--- src/clkmon_pkg.sv ---
package clkmon_pkg;

   // bus and data widths
   localparam int SAMPLE_W = 12;
   localparam int STRB_W   = 4;

   typedef logic [7:0]          addr_t;   // register byte address
   typedef logic [31:0]         data_t;   // axi data word
   typedef logic [SAMPLE_W-1:0] sample_t; // adc sample
   typedef logic [31:0]         freq_t;   // edges per gate window

   // what the two leds show
   typedef enum logic [1:0] {
      LED_STATE     = 2'd0, // armed / trigger_seen
      LED_HEART     = 2'd1, // heartbeat / external clock
      LED_FLASH     = 2'd2, // flash pattern on both
      LED_STATE_ALT = 2'd3  // same as LED_STATE
   } led_sel_t;

   // register map
   localparam addr_t ADDR_CTRL       = 8'h00;
   localparam addr_t ADDR_TRIG_LEVEL = 8'h04;
   localparam addr_t ADDR_EXT_LIMIT  = 8'h08;
   localparam addr_t ADDR_EXT_FREQ   = 8'h0C; // read only
   localparam addr_t ADDR_STATUS     = 8'h10; // read only

   // CTRL fields
   localparam int CTRL_ARM     = 0;
   localparam int CTRL_LED_LO  = 1;
   localparam int CTRL_LED_HI  = 2;
   localparam int CTRL_MON_DIS = 3;

   // STATUS bits
   localparam int STAT_ARMED     = 0;
   localparam int STAT_CHANGE    = 1;
   localparam int STAT_TRIGGERED = 2;

   localparam logic [1:0] RESP_OKAY = 2'b00;

endpackage

--- src/clkmon_if.sv ---
// configuration from the register block to the functional blocks
interface cfg_if;
   clkmon_pkg::led_sel_t led_select;
   logic                 monitor_disable;
   clkmon_pkg::freq_t    ext_limit;
   clkmon_pkg::sample_t  trig_level;
   logic                 arm;

   modport master (
      output led_select,
      output monitor_disable,
      output ext_limit,
      output trig_level,
      output arm
   );

   modport reader (
      input led_select,
      input monitor_disable,
      input ext_limit,
      input trig_level,
      input arm
   );
endinterface

// measurement results, each field has exactly one driver
interface meas_if;
   clkmon_pkg::freq_t ext_freq;
   logic              ext_change;
   logic              armed;
   logic              trigger_seen;
   clkmon_pkg::data_t status;

   modport freq (output ext_freq, output ext_change);

   modport trig (output armed, output trigger_seen);

   modport ind (
      input  armed,
      input  ext_change,
      input  trigger_seen,
      output status
   );

   modport regs (input ext_freq, input status);
endinterface

--- src/axil_regs.sv ---
module axil_regs (
   input  logic                                clk_usb,
   input  logic                                reset,

   // write address / data / response
   input  clkmon_pkg::addr_t                   s_awaddr_i,
   input  logic                                s_awvalid_i,
   output logic                                s_awready_o,
   input  clkmon_pkg::data_t                   s_wdata_i,
   input  logic [clkmon_pkg::STRB_W-1:0]       s_wstrb_i,
   input  logic                                s_wvalid_i,
   output logic                                s_wready_o,
   output logic [1:0]                          s_bresp_o,
   output logic                                s_bvalid_o,
   input  logic                                s_bready_i,

   // read address / data
   input  clkmon_pkg::addr_t                   s_araddr_i,
   input  logic                                s_arvalid_i,
   output logic                                s_arready_o,
   output clkmon_pkg::data_t                   s_rdata_o,
   output logic [1:0]                          s_rresp_o,
   output logic                                s_rvalid_o,
   input  logic                                s_rready_i,

   cfg_if.master                               cfg,
   meas_if.regs                                meas
);

   logic                aw_ready_q;
   logic                b_valid_q;
   logic                ar_ready_q;
   logic                r_valid_q;
   clkmon_pkg::data_t   r_data_q;
   clkmon_pkg::data_t   rd_word;
   logic                wr_en;
   logic [3:0]          ctrl_q;
   clkmon_pkg::sample_t level_q;
   clkmon_pkg::freq_t   limit_q;

   // merge write data into the old value under the byte strobes
   function automatic clkmon_pkg::data_t apply_strb(
      input clkmon_pkg::data_t               old_val,
      input clkmon_pkg::data_t               wd,
      input logic [clkmon_pkg::STRB_W-1:0]   strb
   );
      clkmon_pkg::data_t res;
      res = old_val;
      for (int i = 0; i < clkmon_pkg::STRB_W; i++) begin
         if (strb[i])
            res[8*i +: 8] = wd[8*i +: 8];
      end
      return res;
   endfunction

   assign wr_en = aw_ready_q & s_awvalid_i & s_wvalid_i;

   // write channel, one transaction at a time
   always_ff @(posedge clk_usb) begin
      if (reset) begin
         aw_ready_q <= 1'b0;
         b_valid_q  <= 1'b0;
      end else begin
         aw_ready_q <= s_awvalid_i & s_wvalid_i & ~aw_ready_q & ~b_valid_q;
         if (aw_ready_q)
            b_valid_q <= 1'b1;
         else if (s_bready_i)
            b_valid_q <= 1'b0;
      end
   end

   // control registers, visible the cycle after awready
   always_ff @(posedge clk_usb) begin
      if (reset) begin
         ctrl_q  <= '0;
         level_q <= '0;
         limit_q <= '0;
      end else if (wr_en) begin
         case (s_awaddr_i)
            clkmon_pkg::ADDR_CTRL:
               ctrl_q <= 4'(apply_strb(clkmon_pkg::data_t'(ctrl_q), s_wdata_i, s_wstrb_i));
            clkmon_pkg::ADDR_TRIG_LEVEL:
               level_q <= clkmon_pkg::sample_t'(
                  apply_strb(clkmon_pkg::data_t'(level_q), s_wdata_i, s_wstrb_i));
            clkmon_pkg::ADDR_EXT_LIMIT:
               limit_q <= apply_strb(limit_q, s_wdata_i, s_wstrb_i);
            default: ; // read-only or unmapped, dropped
         endcase
      end
   end

   // read mux
   always_comb begin
      case (s_araddr_i)
         clkmon_pkg::ADDR_CTRL:       rd_word = clkmon_pkg::data_t'(ctrl_q);
         clkmon_pkg::ADDR_TRIG_LEVEL: rd_word = clkmon_pkg::data_t'(level_q);
         clkmon_pkg::ADDR_EXT_LIMIT:  rd_word = limit_q;
         clkmon_pkg::ADDR_EXT_FREQ:   rd_word = meas.ext_freq;
         clkmon_pkg::ADDR_STATUS:     rd_word = meas.status;
         default:                     rd_word = '0;
      endcase
   end

   // read channel
   always_ff @(posedge clk_usb) begin
      if (reset) begin
         ar_ready_q <= 1'b0;
         r_valid_q  <= 1'b0;
      end else begin
         ar_ready_q <= s_arvalid_i & ~r_valid_q & ~ar_ready_q;
         if (ar_ready_q)
            r_valid_q <= 1'b1;
         else if (s_rready_i)
            r_valid_q <= 1'b0;
      end
   end

   always_ff @(posedge clk_usb) begin
      if (ar_ready_q)
         r_data_q <= rd_word; // held until rready
   end

   assign s_awready_o = aw_ready_q;
   assign s_wready_o  = aw_ready_q;
   assign s_bvalid_o  = b_valid_q;
   assign s_bresp_o   = clkmon_pkg::RESP_OKAY;
   assign s_arready_o = ar_ready_q;
   assign s_rvalid_o  = r_valid_q;
   assign s_rdata_o   = r_data_q;
   assign s_rresp_o   = clkmon_pkg::RESP_OKAY;

   assign cfg.arm             = ctrl_q[clkmon_pkg::CTRL_ARM];
   assign cfg.led_select      =
      clkmon_pkg::led_sel_t'(ctrl_q[clkmon_pkg::CTRL_LED_HI:clkmon_pkg::CTRL_LED_LO]);
   assign cfg.monitor_disable = ctrl_q[clkmon_pkg::CTRL_MON_DIS];
   assign cfg.trig_level      = level_q;
   assign cfg.ext_limit       = limit_q;

endmodule

--- src/freq_monitor.sv ---
module freq_monitor #(
   parameter int GATE_BITS = 10
) (
   input  logic   clk_usb,
   input  logic   reset,
   input  logic   ext_clk_i,
   cfg_if.reader  cfg,
   meas_if.freq   meas,
   output logic   ext_sync_o
);

   logic [GATE_BITS-1:0] gate_cnt;
   logic                 gate_end;
   logic [1:0]           sync_q;     // two-flop synchronizer
   logic                 ext_d;
   logic                 ext_rise;
   clkmon_pkg::freq_t    edge_cnt;
   clkmon_pkg::freq_t    window_cnt; // count including the last cycle
   clkmon_pkg::freq_t    freq_q;
   clkmon_pkg::freq_t    diff;
   logic                 change_q;

   assign gate_end   = &gate_cnt; // last cycle of the window
   assign ext_rise   = sync_q[1] & ~ext_d;
   assign window_cnt = edge_cnt + clkmon_pkg::freq_t'(ext_rise);

   // absolute difference to the previous window
   assign diff = (window_cnt > freq_q) ? window_cnt - freq_q : freq_q - window_cnt;

   always_ff @(posedge clk_usb) begin
      if (reset) begin
         gate_cnt <= '0;
         sync_q   <= '0;
         ext_d    <= 1'b0;
      end else begin
         gate_cnt <= gate_cnt + 1'b1; // free running, wraps every window
         sync_q   <= {sync_q[0], ext_clk_i};
         ext_d    <= sync_q[1];
      end
   end

   always_ff @(posedge clk_usb) begin
      if (reset) begin
         edge_cnt <= '0;
         freq_q   <= '0;
      end else if (gate_end) begin
         freq_q   <= window_cnt;
         edge_cnt <= '0;
      end else begin
         edge_cnt <= window_cnt;
      end
   end

   // sticky change flag, only a disable clears it
   always_ff @(posedge clk_usb) begin
      if (reset)
         change_q <= 1'b0;
      else if (cfg.monitor_disable)
         change_q <= 1'b0;
      else if (gate_end && (freq_q != '0) && (diff > cfg.ext_limit))
         change_q <= 1'b1;
   end

   assign meas.ext_freq   = freq_q;
   assign meas.ext_change = change_q;
   assign ext_sync_o      = sync_q[1];

endmodule

--- src/level_trigger.sv ---
module level_trigger (
   input  logic                clk_usb,
   input  logic                reset,
   input  clkmon_pkg::sample_t adc_data_i,
   input  logic                adc_valid_i,
   cfg_if.reader               cfg,
   meas_if.trig                meas,
   output logic                trigger_adc_o
);

   logic arm_d;
   logic arm_rise;
   logic above;   // level msb picks the direction
   logic hit;
   logic armed_q;
   logic seen_q;
   logic trig_q;

   assign arm_rise = cfg.arm & ~arm_d;
   assign above    = cfg.trig_level[clkmon_pkg::SAMPLE_W-1];
   assign hit      = armed_q & adc_valid_i &
                     (above ? (adc_data_i > cfg.trig_level) : (adc_data_i < cfg.trig_level));

   always_ff @(posedge clk_usb) begin
      if (reset) begin
         arm_d   <= 1'b0;
         armed_q <= 1'b0;
         seen_q  <= 1'b0;
         trig_q  <= 1'b0;
      end else begin
         arm_d  <= cfg.arm;
         trig_q <= hit; // single pulse, armed drops with it

         if (arm_rise)
            armed_q <= 1'b1;
         else if (hit)
            armed_q <= 1'b0;

         if (arm_rise)
            seen_q <= 1'b0;
         else if (hit)
            seen_q <= 1'b1;
      end
   end

   assign meas.armed        = armed_q;
   assign meas.trigger_seen = seen_q;
   assign trigger_adc_o     = trig_q;

endmodule

--- src/status_indicators.sv ---
module status_indicators #(
   parameter int HEART_BITS = 24
) (
   input  logic   clk_usb,
   input  logic   reset,
   input  logic   ext_sync_i,
   cfg_if.reader  cfg,
   meas_if.ind    meas,
   output logic   led_a_o,
   output logic   led_b_o
);

   logic [HEART_BITS-1:0] heart_cnt;
   logic                  flash_q;
   clkmon_pkg::data_t     status_w;

   always_ff @(posedge clk_usb) begin
      if (reset) begin
         heart_cnt <= '0;
         flash_q   <= 1'b0;
      end else begin
         heart_cnt <= heart_cnt + 1'b1;
         // blinks during the upper half of the heartbeat period
         if (heart_cnt[HEART_BITS-1])
            flash_q <= ~heart_cnt[HEART_BITS-2];
      end
   end

   // led mux, a flagged clock change wins over the selection
   always_comb begin
      if (meas.ext_change) begin
         led_a_o = flash_q;
         led_b_o = flash_q;
      end else begin
         case (cfg.led_select)
            clkmon_pkg::LED_HEART: begin
               led_a_o = heart_cnt[HEART_BITS-1];
               led_b_o = ext_sync_i;
            end
            clkmon_pkg::LED_FLASH: begin
               led_a_o = flash_q;
               led_b_o = flash_q;
            end
            clkmon_pkg::LED_STATE, clkmon_pkg::LED_STATE_ALT: begin
               led_a_o = meas.armed;
               led_b_o = meas.trigger_seen;
            end
            default: begin
               led_a_o = meas.armed;
               led_b_o = meas.trigger_seen;
            end
         endcase
      end
   end

   always_comb begin
      status_w                             = '0;
      status_w[clkmon_pkg::STAT_ARMED]     = meas.armed;
      status_w[clkmon_pkg::STAT_CHANGE]    = meas.ext_change;
      status_w[clkmon_pkg::STAT_TRIGGERED] = meas.trigger_seen;
   end

   assign meas.status = status_w;

endmodule

--- src/clkmon_top.sv ---
module clkmon_top #(
   parameter int GATE_BITS  = 10,
   parameter int HEART_BITS = 24
) (
   input  logic                          clk_usb,
   input  logic                          reset,

   // axi4-lite slave
   input  clkmon_pkg::addr_t             s_awaddr_i,
   input  logic                          s_awvalid_i,
   output logic                          s_awready_o,
   input  clkmon_pkg::data_t             s_wdata_i,
   input  logic [clkmon_pkg::STRB_W-1:0] s_wstrb_i,
   input  logic                          s_wvalid_i,
   output logic                          s_wready_o,
   output logic [1:0]                    s_bresp_o,
   output logic                          s_bvalid_o,
   input  logic                          s_bready_i,
   input  clkmon_pkg::addr_t             s_araddr_i,
   input  logic                          s_arvalid_i,
   output logic                          s_arready_o,
   output clkmon_pkg::data_t             s_rdata_o,
   output logic [1:0]                    s_rresp_o,
   output logic                          s_rvalid_o,
   input  logic                          s_rready_i,

   input  logic                          ext_clk_i,   // target clock, sampled in clk_usb
   input  clkmon_pkg::sample_t           adc_data_i,
   input  logic                          adc_valid_i,
   output logic                          trigger_adc_o,
   output logic                          led_a_o,
   output logic                          led_b_o
);

   logic ext_sync;

   cfg_if  cfg_bus ();
   meas_if meas_bus ();

   axil_regs u_axil_regs (
      .clk_usb     (clk_usb),
      .reset       (reset),
      .s_awaddr_i  (s_awaddr_i),
      .s_awvalid_i (s_awvalid_i),
      .s_awready_o (s_awready_o),
      .s_wdata_i   (s_wdata_i),
      .s_wstrb_i   (s_wstrb_i),
      .s_wvalid_i  (s_wvalid_i),
      .s_wready_o  (s_wready_o),
      .s_bresp_o   (s_bresp_o),
      .s_bvalid_o  (s_bvalid_o),
      .s_bready_i  (s_bready_i),
      .s_araddr_i  (s_araddr_i),
      .s_arvalid_i (s_arvalid_i),
      .s_arready_o (s_arready_o),
      .s_rdata_o   (s_rdata_o),
      .s_rresp_o   (s_rresp_o),
      .s_rvalid_o  (s_rvalid_o),
      .s_rready_i  (s_rready_i),
      .cfg         (cfg_bus.master),
      .meas        (meas_bus.regs)
   );

   freq_monitor #(
      .GATE_BITS (GATE_BITS)
   ) u_freq_monitor (
      .clk_usb    (clk_usb),
      .reset      (reset),
      .ext_clk_i  (ext_clk_i),
      .cfg        (cfg_bus.reader),
      .meas       (meas_bus.freq),
      .ext_sync_o (ext_sync)
   );

   level_trigger u_level_trigger (
      .clk_usb       (clk_usb),
      .reset         (reset),
      .adc_data_i    (adc_data_i),
      .adc_valid_i   (adc_valid_i),
      .cfg           (cfg_bus.reader),
      .meas          (meas_bus.trig),
      .trigger_adc_o (trigger_adc_o)
   );

   status_indicators #(
      .HEART_BITS (HEART_BITS)
   ) u_status_indicators (
      .clk_usb    (clk_usb),
      .reset      (reset),
      .ext_sync_i (ext_sync),
      .cfg        (cfg_bus.reader),
      .meas       (meas_bus.ind),
      .led_a_o    (led_a_o),
      .led_b_o    (led_b_o)
   );

endmodule

--- config.mk ---
export PLATFORM = sky130hd
export DESIGN_NAME = clkmon_top
export DESIGN_NICKNAME = d
export VERILOG_FILES = /design/src/clkmon_pkg.sv /design/src/clkmon_if.sv /design/src/axil_regs.sv /design/src/freq_monitor.sv /design/src/level_trigger.sv /design/src/status_indicators.sv /design/src/clkmon_top.sv
export SDC_FILE = /design/constraint.sdc
export NUM_CORES = 1
export LEC_CHECK = 0
export ABC_AREA = 1
export BUFFER_PORTS_ARGS = -buffer_cell sky130_fd_sc_hd__buf_2
export CORE_MARGIN = 3
export CORE_UTILIZATION = 50
export CTS_CLUSTER_SIZE = 10
export DETAILED_ROUTE_END_ITERATION = 8
export PLACE_DENSITY = 0.66
export SLEW_MARGIN = 5
export SYNTH_ARGS = -nofsm -noshare
export SYNTH_HDL_FRONTEND = slang
export SYNTH_SLANG_ARGS = --single-unit
--- constraint.sdc ---
create_clock -name clk_usb -period 4.9 [get_ports clk_usb]
set_input_delay 0.735 -clock clk_usb [delete_from_list [all_inputs] [get_ports clk_usb]]
set_output_delay 0.735 -clock clk_usb [all_outputs]
set_load 0.02 [all_outputs]
=== Word level (Yosys, flattened, before mapping) ===
Cells that the tools add are included.

* Order comparisons: 4
* Add/sub/neg operators: 5
* Reductions and logical operators: 21
* Equal/unequal tests: 9
* Bitwise logic cells: 18
* Mux-type cells: 13

{| class="wikitable"
|+ Operator list
! cell !! number
|-
| 32-bit case mux with 5 select lines || 1
|-
| 32-bit > comparator || 2
|-
| 32-bit subtractor || 2
|-
| 32-bit by 1-bit adder with 32-bit output || 1
|-
| 32-bit 2-to-1 mux || 1
|-
| 32-bit nonzero test || 1
|-
| 24-bit by 1-bit adder with 24-bit output, second input constant || 1
|-
| 8-bit by 4-bit equality test with 1-bit output, second input constant || 3
|-
| 3-bit AND reduction || 7
|-
| 8-bit by 3-bit equality test with 1-bit output, second input constant || 2
|-
| 8-bit zero test || 2
|-
| 12-bit > comparator || 1
|-
| 12-bit < comparator || 1
|-
| 1-bit bitwise AND || 11
|-
| 10-bit by 1-bit adder with 10-bit output, second input constant || 1
|-
| 10-bit AND reduction || 1
|-
| 1-bit 2-to-1 mux || 9
|-
| 8-bit by 5-bit equality test with 1-bit output, second input constant || 1
|-
| 2-bit OR reduction || 4
|-
| 1-bit NOT || 7
|-
| 1-bit case mux with 3 select lines || 2
|-
| 2-bit nonzero test || 3
|-
| 2-bit equality test, second input constant || 2
|-
| 2-bit by 1-bit equality test with 1-bit output, second input constant || 1
|-
| other kinds (2) || 3
|}

* Input bits: 73
* Register bits: 191
* Output and inout bits: 44

=== Longest topological paths before layout ===
Gate-level depths: netlist of the first run.

* Depth after elaboration: 7
* Depth in mapped cells: 41
* Depth with buffers taken out: 40

=== Hierarchy ===
From an unflattened synthesis of the first run, not the netlist that was laid out.

* Cells, all modules: 2567
* Area total of the unflattened synthesis: 15512.4 um^2

{| class="wikitable"
|+ Modules (own cells, without submodules)
! module !! seq. area each (um^2) !! times used !! area each (um^2) !! cells an instance
|-
| freq_monitor || 1561.5 || 1 || 9183.8 || 1669
|-
| axil_regs || 2001.9 || 1 || 4261.6 || 599
|-
| status_indicators || 500.5 || 1 || 1515.2 || 219
|-
| level_trigger || 80.1 || 1 || 551.8 || 80
|}

=== Worst setup path after synthesis of the first run ===
Ideal clock, no wire load.

* Path kind: register to register
* Start: reg u_freq_monitor.sync_q[1]
* End: reg u_freq_monitor.change_q, in the netlist u_freq_monitor.meas.ext_change
* Path buffers: 1
* Period minus slack after synthesis: 4.151 ns
* Data required time: 4.783 ns
* Path slack: 0.749 ns
* Setup time: 0.117 ns
* Cell stages (with the launch flop): 38
* Arrival time: 4.034 ns
* Path through: dfxtp_1 -> inv_1 -> nor2_1 -> ha_1 -> ha_1 -> nand2_1 -> inv_1 -> nand3_1 -> nor2_1 -> nand2_1 -> inv_1 -> nand2_1 -> xor2_1 -> inv_1 -> ha_1 -> nand2_2 -> inv_2 -> nand2_1 -> [... 2 more ...] -> nand2_1 -> a21oi_1 -> nand2_1 -> nand2_2 -> buf_2 -> nand2_1 -> nand2_1 -> inv_1 -> ha_1 -> nand2_1 -> nor2_1 -> nand4_1 -> nor2_1 -> nand2_1 -> nand2_1 -> nor2_1 -> nand2_1 -> a21oi_1

* Cells in the longest elaborated chain, start to end: 6
* Elaborated cells between the ends (all ways): 8
* Those cells by class: add/sub (3); order compare (2); mux (1); bitwise (1); reduce/logical (1)

{| class="wikitable"
|+ Ends and longest elaborated chain
! what !! RTL line !! text
|-
| start: declaration || freq_monitor.sv:14 || <nowiki>logic [1:0] sync_q;</nowiki>
|-
| start signal: assignment || freq_monitor.sv:37 || <nowiki>sync_q <= {sync_q[0], ext_clk_i};</nowiki>
|-
| 1-bit bitwise AND (*) || freq_monitor.sv:24 || <nowiki>assign ext_rise = sync_q[1] & ~ext_d;</nowiki>
|-
| 32-bit by 1-bit adder with 32-bit output (*) || freq_monitor.sv:25 || <nowiki>assign window_cnt = edge_cnt + clkmon_pkg::freq_t'(ext_rise);</nowiki>
|-
| net u_freq_monitor.window_cnt[18] || freq_monitor.sv:18 || <nowiki>clkmon_pkg::freq_t window_cnt;</nowiki>
|-
| 32-bit subtractor / 32-bit > comparator (equally long branches) || freq_monitor.sv:28 || <nowiki>assign diff = (window_cnt > freq_q) ? window_cnt - freq_q : freq_q - window_cnt;</nowiki>
|-
| 32-bit 2-to-1 mux (*) || freq_monitor.sv:28 ||
|-
| 32-bit > comparator (*) || freq_monitor.sv:60 || <nowiki>else if (gate_end && (freq_q != '0) && (diff > cfg.ext_limit))</nowiki>
|-
| 1-bit logical AND (*) || freq_monitor.sv:60 ||
|-
| end signal: assignment || freq_monitor.sv:57 || <nowiki>change_q <= 1'b0;</nowiki>
|-
| end signal: assignment || freq_monitor.sv:59 || <nowiki>change_q <= 1'b0;</nowiki>
|-
| end signal: assignment || freq_monitor.sv:61 || <nowiki>change_q <= 1'b1;</nowiki>
|-
| end: declaration || freq_monitor.sv:21 || <nowiki>logic change_q;</nowiki>
|}

Mark *: on every way through the listed nets, which the timed path passes. The rest lies on a longest branch.
A chain may end at the register's enable or synchronous reset.

=== Worst setup path in the final report of the first run ===
Same ends and word-level chain as after synthesis.

==> results of run 1 <==
-- synthesized netlist by cell type, types with 24 or more instances --
library cell,count,area share (%)
a21oi_1,114,4.1
dfxtp_1,159,23
edfxtp_1,32,6.9
ha_1,113,10
inv_1,435,12
nand2_1,693,19
nand3_1,84,3.0
nand4_1,41,1.8
nor2_1,187,5.0
nor3_1,24,0.86
o21ai_0,60,2.2
o22ai_1,59,2.7
xor2_1,46,2.9
-- layer usage --
| metal | vias up | track usage [%] | part of all wire [%] |
|---|---|---|---|
| li1 | 7181 | - | - |
| met1 | 6603 | 43.9 | 46 |
| met2 | 519 | 47.3 | 44 |
| met3 | 67 | 4.37 | 7.5 |
| met4 | 0 | 7.47 | 2.4 |
| met5 | - | 0 | 0 |
-- worst max-delay path, delay by kind of cell (launching register included) --
| kind | cells | cell delay (ns) |
|---|---|---|
| AO/OA/AOI/OAI | 2 | 0.23 |
| XOR/XNOR | 1 | 0.26 |
| adder cells (fa/ha/maj) | 3 | 0.92 |
| buffers and inverters | 6 | 0.53 |
| flip-flops | 1 | 0.31 |
| AND/OR/NAND/NOR | 20 | 2.35 |
-- cell usage in the layout (no fill, tap or decap), drive strengths merged, types with 4 or more instances in the layout --
| cell type | netlist | final |
|---|---|---|
| clkinv | 0 | 10 |
| o22ai | 59 | 59 |
| o21ai | 62 | 62 |
| o221ai | 8 | 8 |
| o21bai | 5 | 5 |
| a211oi | 19 | 19 |
| nor3 | 25 | 25 |
| dfxtp | 159 | 159 |
| clkbuf | 23 | 18 |
| xnor2 | 9 | 9 |
| a21oi | 114 | 114 |
| ha | 113 | 113 |
| conb | 1 | 4 |
| nor2 | 194 | 194 |
| buf | 21 | 185 |
| edfxtp | 32 | 32 |
| or2 | 12 | 12 |
| xor2 | 46 | 46 |
| inv | 442 | 447 |
| nand3 | 84 | 84 |
| nor4 | 6 | 6 |
| nand4 | 42 | 42 |
| nand2 | 703 | 703 |
-- worst paths after layout --
kind                             from                             end  slack, ns  cells after the start
max          u_freq_monitor.sync_q[1]  u_freq_monitor.meas.ext_change       0.19                     32
min          u_freq_monitor.sync_q[0]        u_freq_monitor.sync_q[1]       0.41                      2
min reg2reg  u_freq_monitor.sync_q[0]        u_freq_monitor.sync_q[1]       0.41                      2
max reg2reg  u_freq_monitor.sync_q[1]  u_freq_monitor.meas.ext_change       0.19                     32
-- per-stage QoR --
stage               instances  hold slack (ns)
floorplan                2195            0.388
global placement         2690            0.411
detailed placement       2690            0.405
CTS                      2722            0.415
global route             2741            0.437
finish                   2741            0.411
-- sequential cells by signal, indices dropped and copies added, names as in the netlist, 2 cells and up --
signal	cells
u_freq_monitor.edge_cnt	32
u_freq_monitor.sync_q	2
u_axil_regs.cfg.ext_limit	32
u_status_indicators.heart_cnt	24
u_freq_monitor.meas.ext_freq	32
u_axil_regs.cfg.trig_level	12
u_axil_regs.ctrl_q	4
u_axil_regs.s_rdata_o	32
u_freq_monitor.gate_cnt	10
-- cell families (layout without fill, tap and decap cells) --
group	after synthesis	after routing	share of synthesized area (%)
compound gates	273	273	11.1
xor+xnor	55	55	3.46
fa+ha+maj	115	115	10.4
buf+inv	486	660	13.5
flops	191	191	29.8
other cells	1	4	0.0269
simple gates	1071	1071	31.7
-- cell type report --
type,instances,area (um^2)
fill,2727,10800
timing repair buffer,186,1170
tap,372,465
clock inverter,15,171
inverter,442,1660
multi-input combinational,1518,8330
clock buffer,17,425
sequential,191,4150
-- report_power, final --
group	internal (W)	total, W	switching (W)	leakage [nW]
registers	0.00161	0.00162	0.00000752	1.59
clock network	0.000687	0.00141	0.000723	0.289
logic	0.000198	0.000545	0.000347	6.45
total	0.00249	0.00357	0.00108	8.33
-- what timing repair did --
action	CTS	global route
pin swaps	0	29
gates cloned	0	1
resized for setup	6	90
setup endpoints to repair	1	1
setup buffers	0	18
==> run metrics, run 1 <==
status completed; Slew HR 33.2%; post-detail-place hpwl 38.0 mm; layout cells sized above 1 14.1%; Crit. End Element flip-flop; gr usage total 30.2%; TritonCTS Sinks 191; Syn. warnings 0; CTS tree yes; Worst path most repeated cell nand2_1; Clock Skews 0.0168 ns; period utilisation layout 96.2%; vias in the first global route 13,100; first-pass GRT wire length 71.4 mm; Post-CTS Hold Buffers 0; Synth cell types 37; Pwr Total 0.00357 W; wirelength, routed 47.3 mm; hold crit path type flip-flop to flip-flop; Final Hold Fails 0; latest clock arrival within the worst-skew pair 0.44 ns; FP Rows 60; grt ovf 0; post-detailed-route count of antenna-violating nets 0; Die Y-Extent 173 um; pre-CTS setup slack -0.157 ns; Max-cap violations 0; Tmin final 4.71 ns; PortBufs 112; chip width 173 um; post-synthesis async set-or-reset flop share 0%; Die Footprint 0.0299 mm^2; Crit Path Class flip-flop to flip-flop; Area Overhead vs Synth 17.6%; worst-case clock buffer depth 2; upper clock frequency limit 0.212 GHz; Top FF cell, synth dfxtp_1; leakage power 8.33 nW; crit start category flip-flop; DRC violations left 0; sequential area share after synthesis 29.8%; drt first-iter violations 1,181; largest net degree at the start of global routing 51; FF+latch count, synth 191; Design Area, Final 0.0164 mm^2; post-placement cell area 0.0152 mm^2; Initial DRT Pass Iterations 6; Avg Cell Area, Syn 6.35 um^2; I/O pin cnt 117; via count 14,400; vias per cell 5.24; Pins Over Slew Limit 0; post-synth design cell area 0.0139 mm^2; Critical Path RT 5.23 ns; largest vdd supply drop 0.254 mV; slowest stage delay, CP 0.41 ns; cts bufs inserted 17; Mapped Cells 2,192; area of the core 0.0272 mm^2; Ant. Diodes 0; setup ws final 0.186 ns; Initial Utilization 51.2%; Worst Path Arrival 5.05 ns; clk slew on worst S/H paths 0.08 ns; CTS Root Cell clkbuf_16; Util after Layout 60.2%; CP max FO 5; Setup TNS 0 ns; Final Setup Violations 0; initial antenna violation count 0; Post-synth EDFFs 32; Worst Max-Slew Pin Slew 1.00 ns; Final Wtd Congestion 0.999; Final Net Count 2,544; PwrDens 218 mW/mm^2; Wirelength per Cell 17.3 um; Worst path slowest cell ha_2; CTS H-tree depth 4
No activity file was read; power rests on OpenSTA's default activity.
==> run 2, diff against run 1 <==
- BUFFER_PORTS_ARGS: -buffer_cell sky130_fd_sc_hd__buf_2 -> -buffer_cell sky130_fd_sc_hd__buf_4
==> run metrics, run 2 (synthesis results as in run 1) <==
worst-case clock buffer depth 2 (unchanged); CTS Root Cell clkbuf_16 (unchanged); via count 14,500 (was 14,400); PwrDens 213 mW/mm^2 (was 218 mW/mm^2); DRC violations left 0 (unchanged); Pins Over Slew Limit 0 (unchanged); Initial DRT Pass Iterations 6 (unchanged); Final Hold Fails 0 (unchanged); CTS H-tree depth 4 (unchanged); clk slew on worst S/H paths 0.08 ns (about the same); largest net degree at the start of global routing 52 (was 51); upper clock frequency limit 0.211 GHz (was 0.212 GHz); cts bufs inserted 17 (unchanged); Slew HR 18.6% (was 33.2%); Clock Skews 0.0131 ns (was 0.0168 ns); placed insts 2,702 (was 2,690); Design Area, Final 0.0168 mm^2 (was 0.0164 mm^2); Critical Path RT 5.21 ns (was 5.23 ns); PortBufs 112 (unchanged); Tmin final 4.74 ns (was 4.71 ns); Final Setup Violations 0 (unchanged); FF/Latch Area 0.00415 mm^2 (unchanged); CP max FO 8 (was 5); Area Overhead vs Synth 20.6% (was 17.6%); vias in the first global route 13,300 (was 13,100); post-placement cell area 0.0156 mm^2 (was 0.0152 mm^2); largest vdd supply drop 0.210 mV (was 0.254 mV); Worst path slowest cell ha_1 (was ha_2); most common cell after layout, fill and taps aside nand2_1 (unchanged); chip width 173 um (unchanged); Max-cap violations 0 (unchanged); layout cells sized above 1 14.5% (was 14.1%); Final Wtd Congestion 1.02 (was 0.999); Hold WS 0.448 ns (was 0.411 ns); Die Footprint 0.0299 mm^2 (unchanged); drt first-iter violations 1,297 (was 1,181); Die Y-Extent 173 um (unchanged); leakage power 8.49 nW (was 8.33 nW); Pwr Total 0.00357 W (about the same); Ant. Diodes 0 (unchanged); Wirelength per Cell 17.3 um (about the same); post-detail-place hpwl 38.0 mm (about the same); grt ovf 0 (unchanged); Worst Path Arrival 5.06 ns (was 5.05 ns); # fillers 2,641 (was 2,727); area of the multi-input gates 0.00837 mm^2 (was 0.00833 mm^2); latest clock arrival within the worst-skew pair 0.43 ns (was 0.44 ns); status completed (unchanged); slowest stage delay, CP 0.40 ns (was 0.41 ns); Worst Max-Slew Pin Slew 1.22 ns (was 1.00 ns); Crit Path Class flip-flop to flip-flop (unchanged); Worst path most repeated cell nand2_1 (unchanged); gr usage total 30.3% (was 30.2%); period utilisation layout 96.8% (was 96.2%); area of the core 0.0272 mm^2 (unchanged); Non-Filler Instances 2,752 (was 2,741); vias per cell 5.27 (was 5.24); initial antenna violation count 0 (unchanged); Initial Utilization 51.2% (unchanged); TritonCTS Sinks 191 (unchanged); CTS tree yes (unchanged); first-pass GRT wire length 72.4 mm (was 71.4 mm); FP Rows 60 (unchanged); Crit. End Element flip-flop (unchanged); crit start category flip-flop (unchanged); I/O pin cnt 117 (unchanged); most frequent cells in the layout nand2_1 (676), inv_1 (431), buf_4 (189) (was nand2_1 (671), inv_1 (430), nor2_1 (171)); post-detailed-route count of antenna-violating nets 0 (unchanged); wirelength, routed 47.5 mm (was 47.3 mm); hold crit path type flip-flop to flip-flop (unchanged); Post-CTS Hold Buffers 0 (unchanged); Final Net Count 2,555 (was 2,544)
-- run 2: worst max-delay path, delay by kind of cell (launching register included) --
family	cells	cell delay, ns
AND/OR/NAND/NOR	22	2.51
adder cells (fa/ha/maj)	3	0.87
buffers and inverters	6	0.49
flip-flops	1	0.31
AO/OA/AOI/OAI	2	0.28
XOR/XNOR	1	0.18
-- run 2: per-stage QoR --
step / setup slack, ns / setup TNS [ns] / utilization (%)
after floorplan: 0.749 / 0 / -
after global placement: 0.0232 / 0 / 57.3
after detailed placement: -0.123 / -0.123 / 57.3
after CTS: 0.00131 / 0 / 59.4
after global routing: -0.0784 / -0.0784 / 61.8
final: 0.158 / 0 / 61.8
-- run 2: layout make-up --
cell class	count	area share, %
Sequential cell	191	24.7
Multi-Input combinational cell	1519	49.9
Tap cell	372	2.77
Clock buffer	18	2.68
Clock inverter	14	0.820
Inverter	442	9.88
Timing Repair Buffer	196	9.29
-- run 2: worst paths after layout --
check | to | depth (start not counted) | start | slack [ns]
hold / removal | u_status_indicators.heart_cnt[0] | 1 | u_status_indicators.heart_cnt[0] | 0.45
hold reg to reg | u_status_indicators.heart_cnt[0] | 1 | u_status_indicators.heart_cnt[0] | 0.45
setup / recovery | u_freq_monitor.meas.ext_change | 34 | u_freq_monitor.sync_q[1] | 0.16
setup reg to reg | u_freq_monitor.meas.ext_change | 34 | u_freq_monitor.sync_q[1] | 0.16
-- run 2: power by group --
group	switching, W	internal [W]
Sequential	0.00000825	0.00161
Clock	0.000675	0.000709
Combinational	0.000346	0.000228
-- run 2: what timing repair did --
| action | CTS | global route |
|---|---|---|
| setup buffers | 0 | 15 |
| resized for setup | 2 | 103 |
| endpoints found under the setup margin | 1 | 1 |
| cloned | 0 | 3 |
| pin swaps | 0 | 26 |
-- run 2: per-layer routing --
layer / share of wire, % / up-vias / track usage [%]
li1: - / 7200 / -
met4: 2.6 / 0 / 8.14
met2: 44 / 594 / 46.9
met1: 45 / 6637 / 44.1
met3: 8.0 / 76 / 4.46
met5: 0 / - / 0
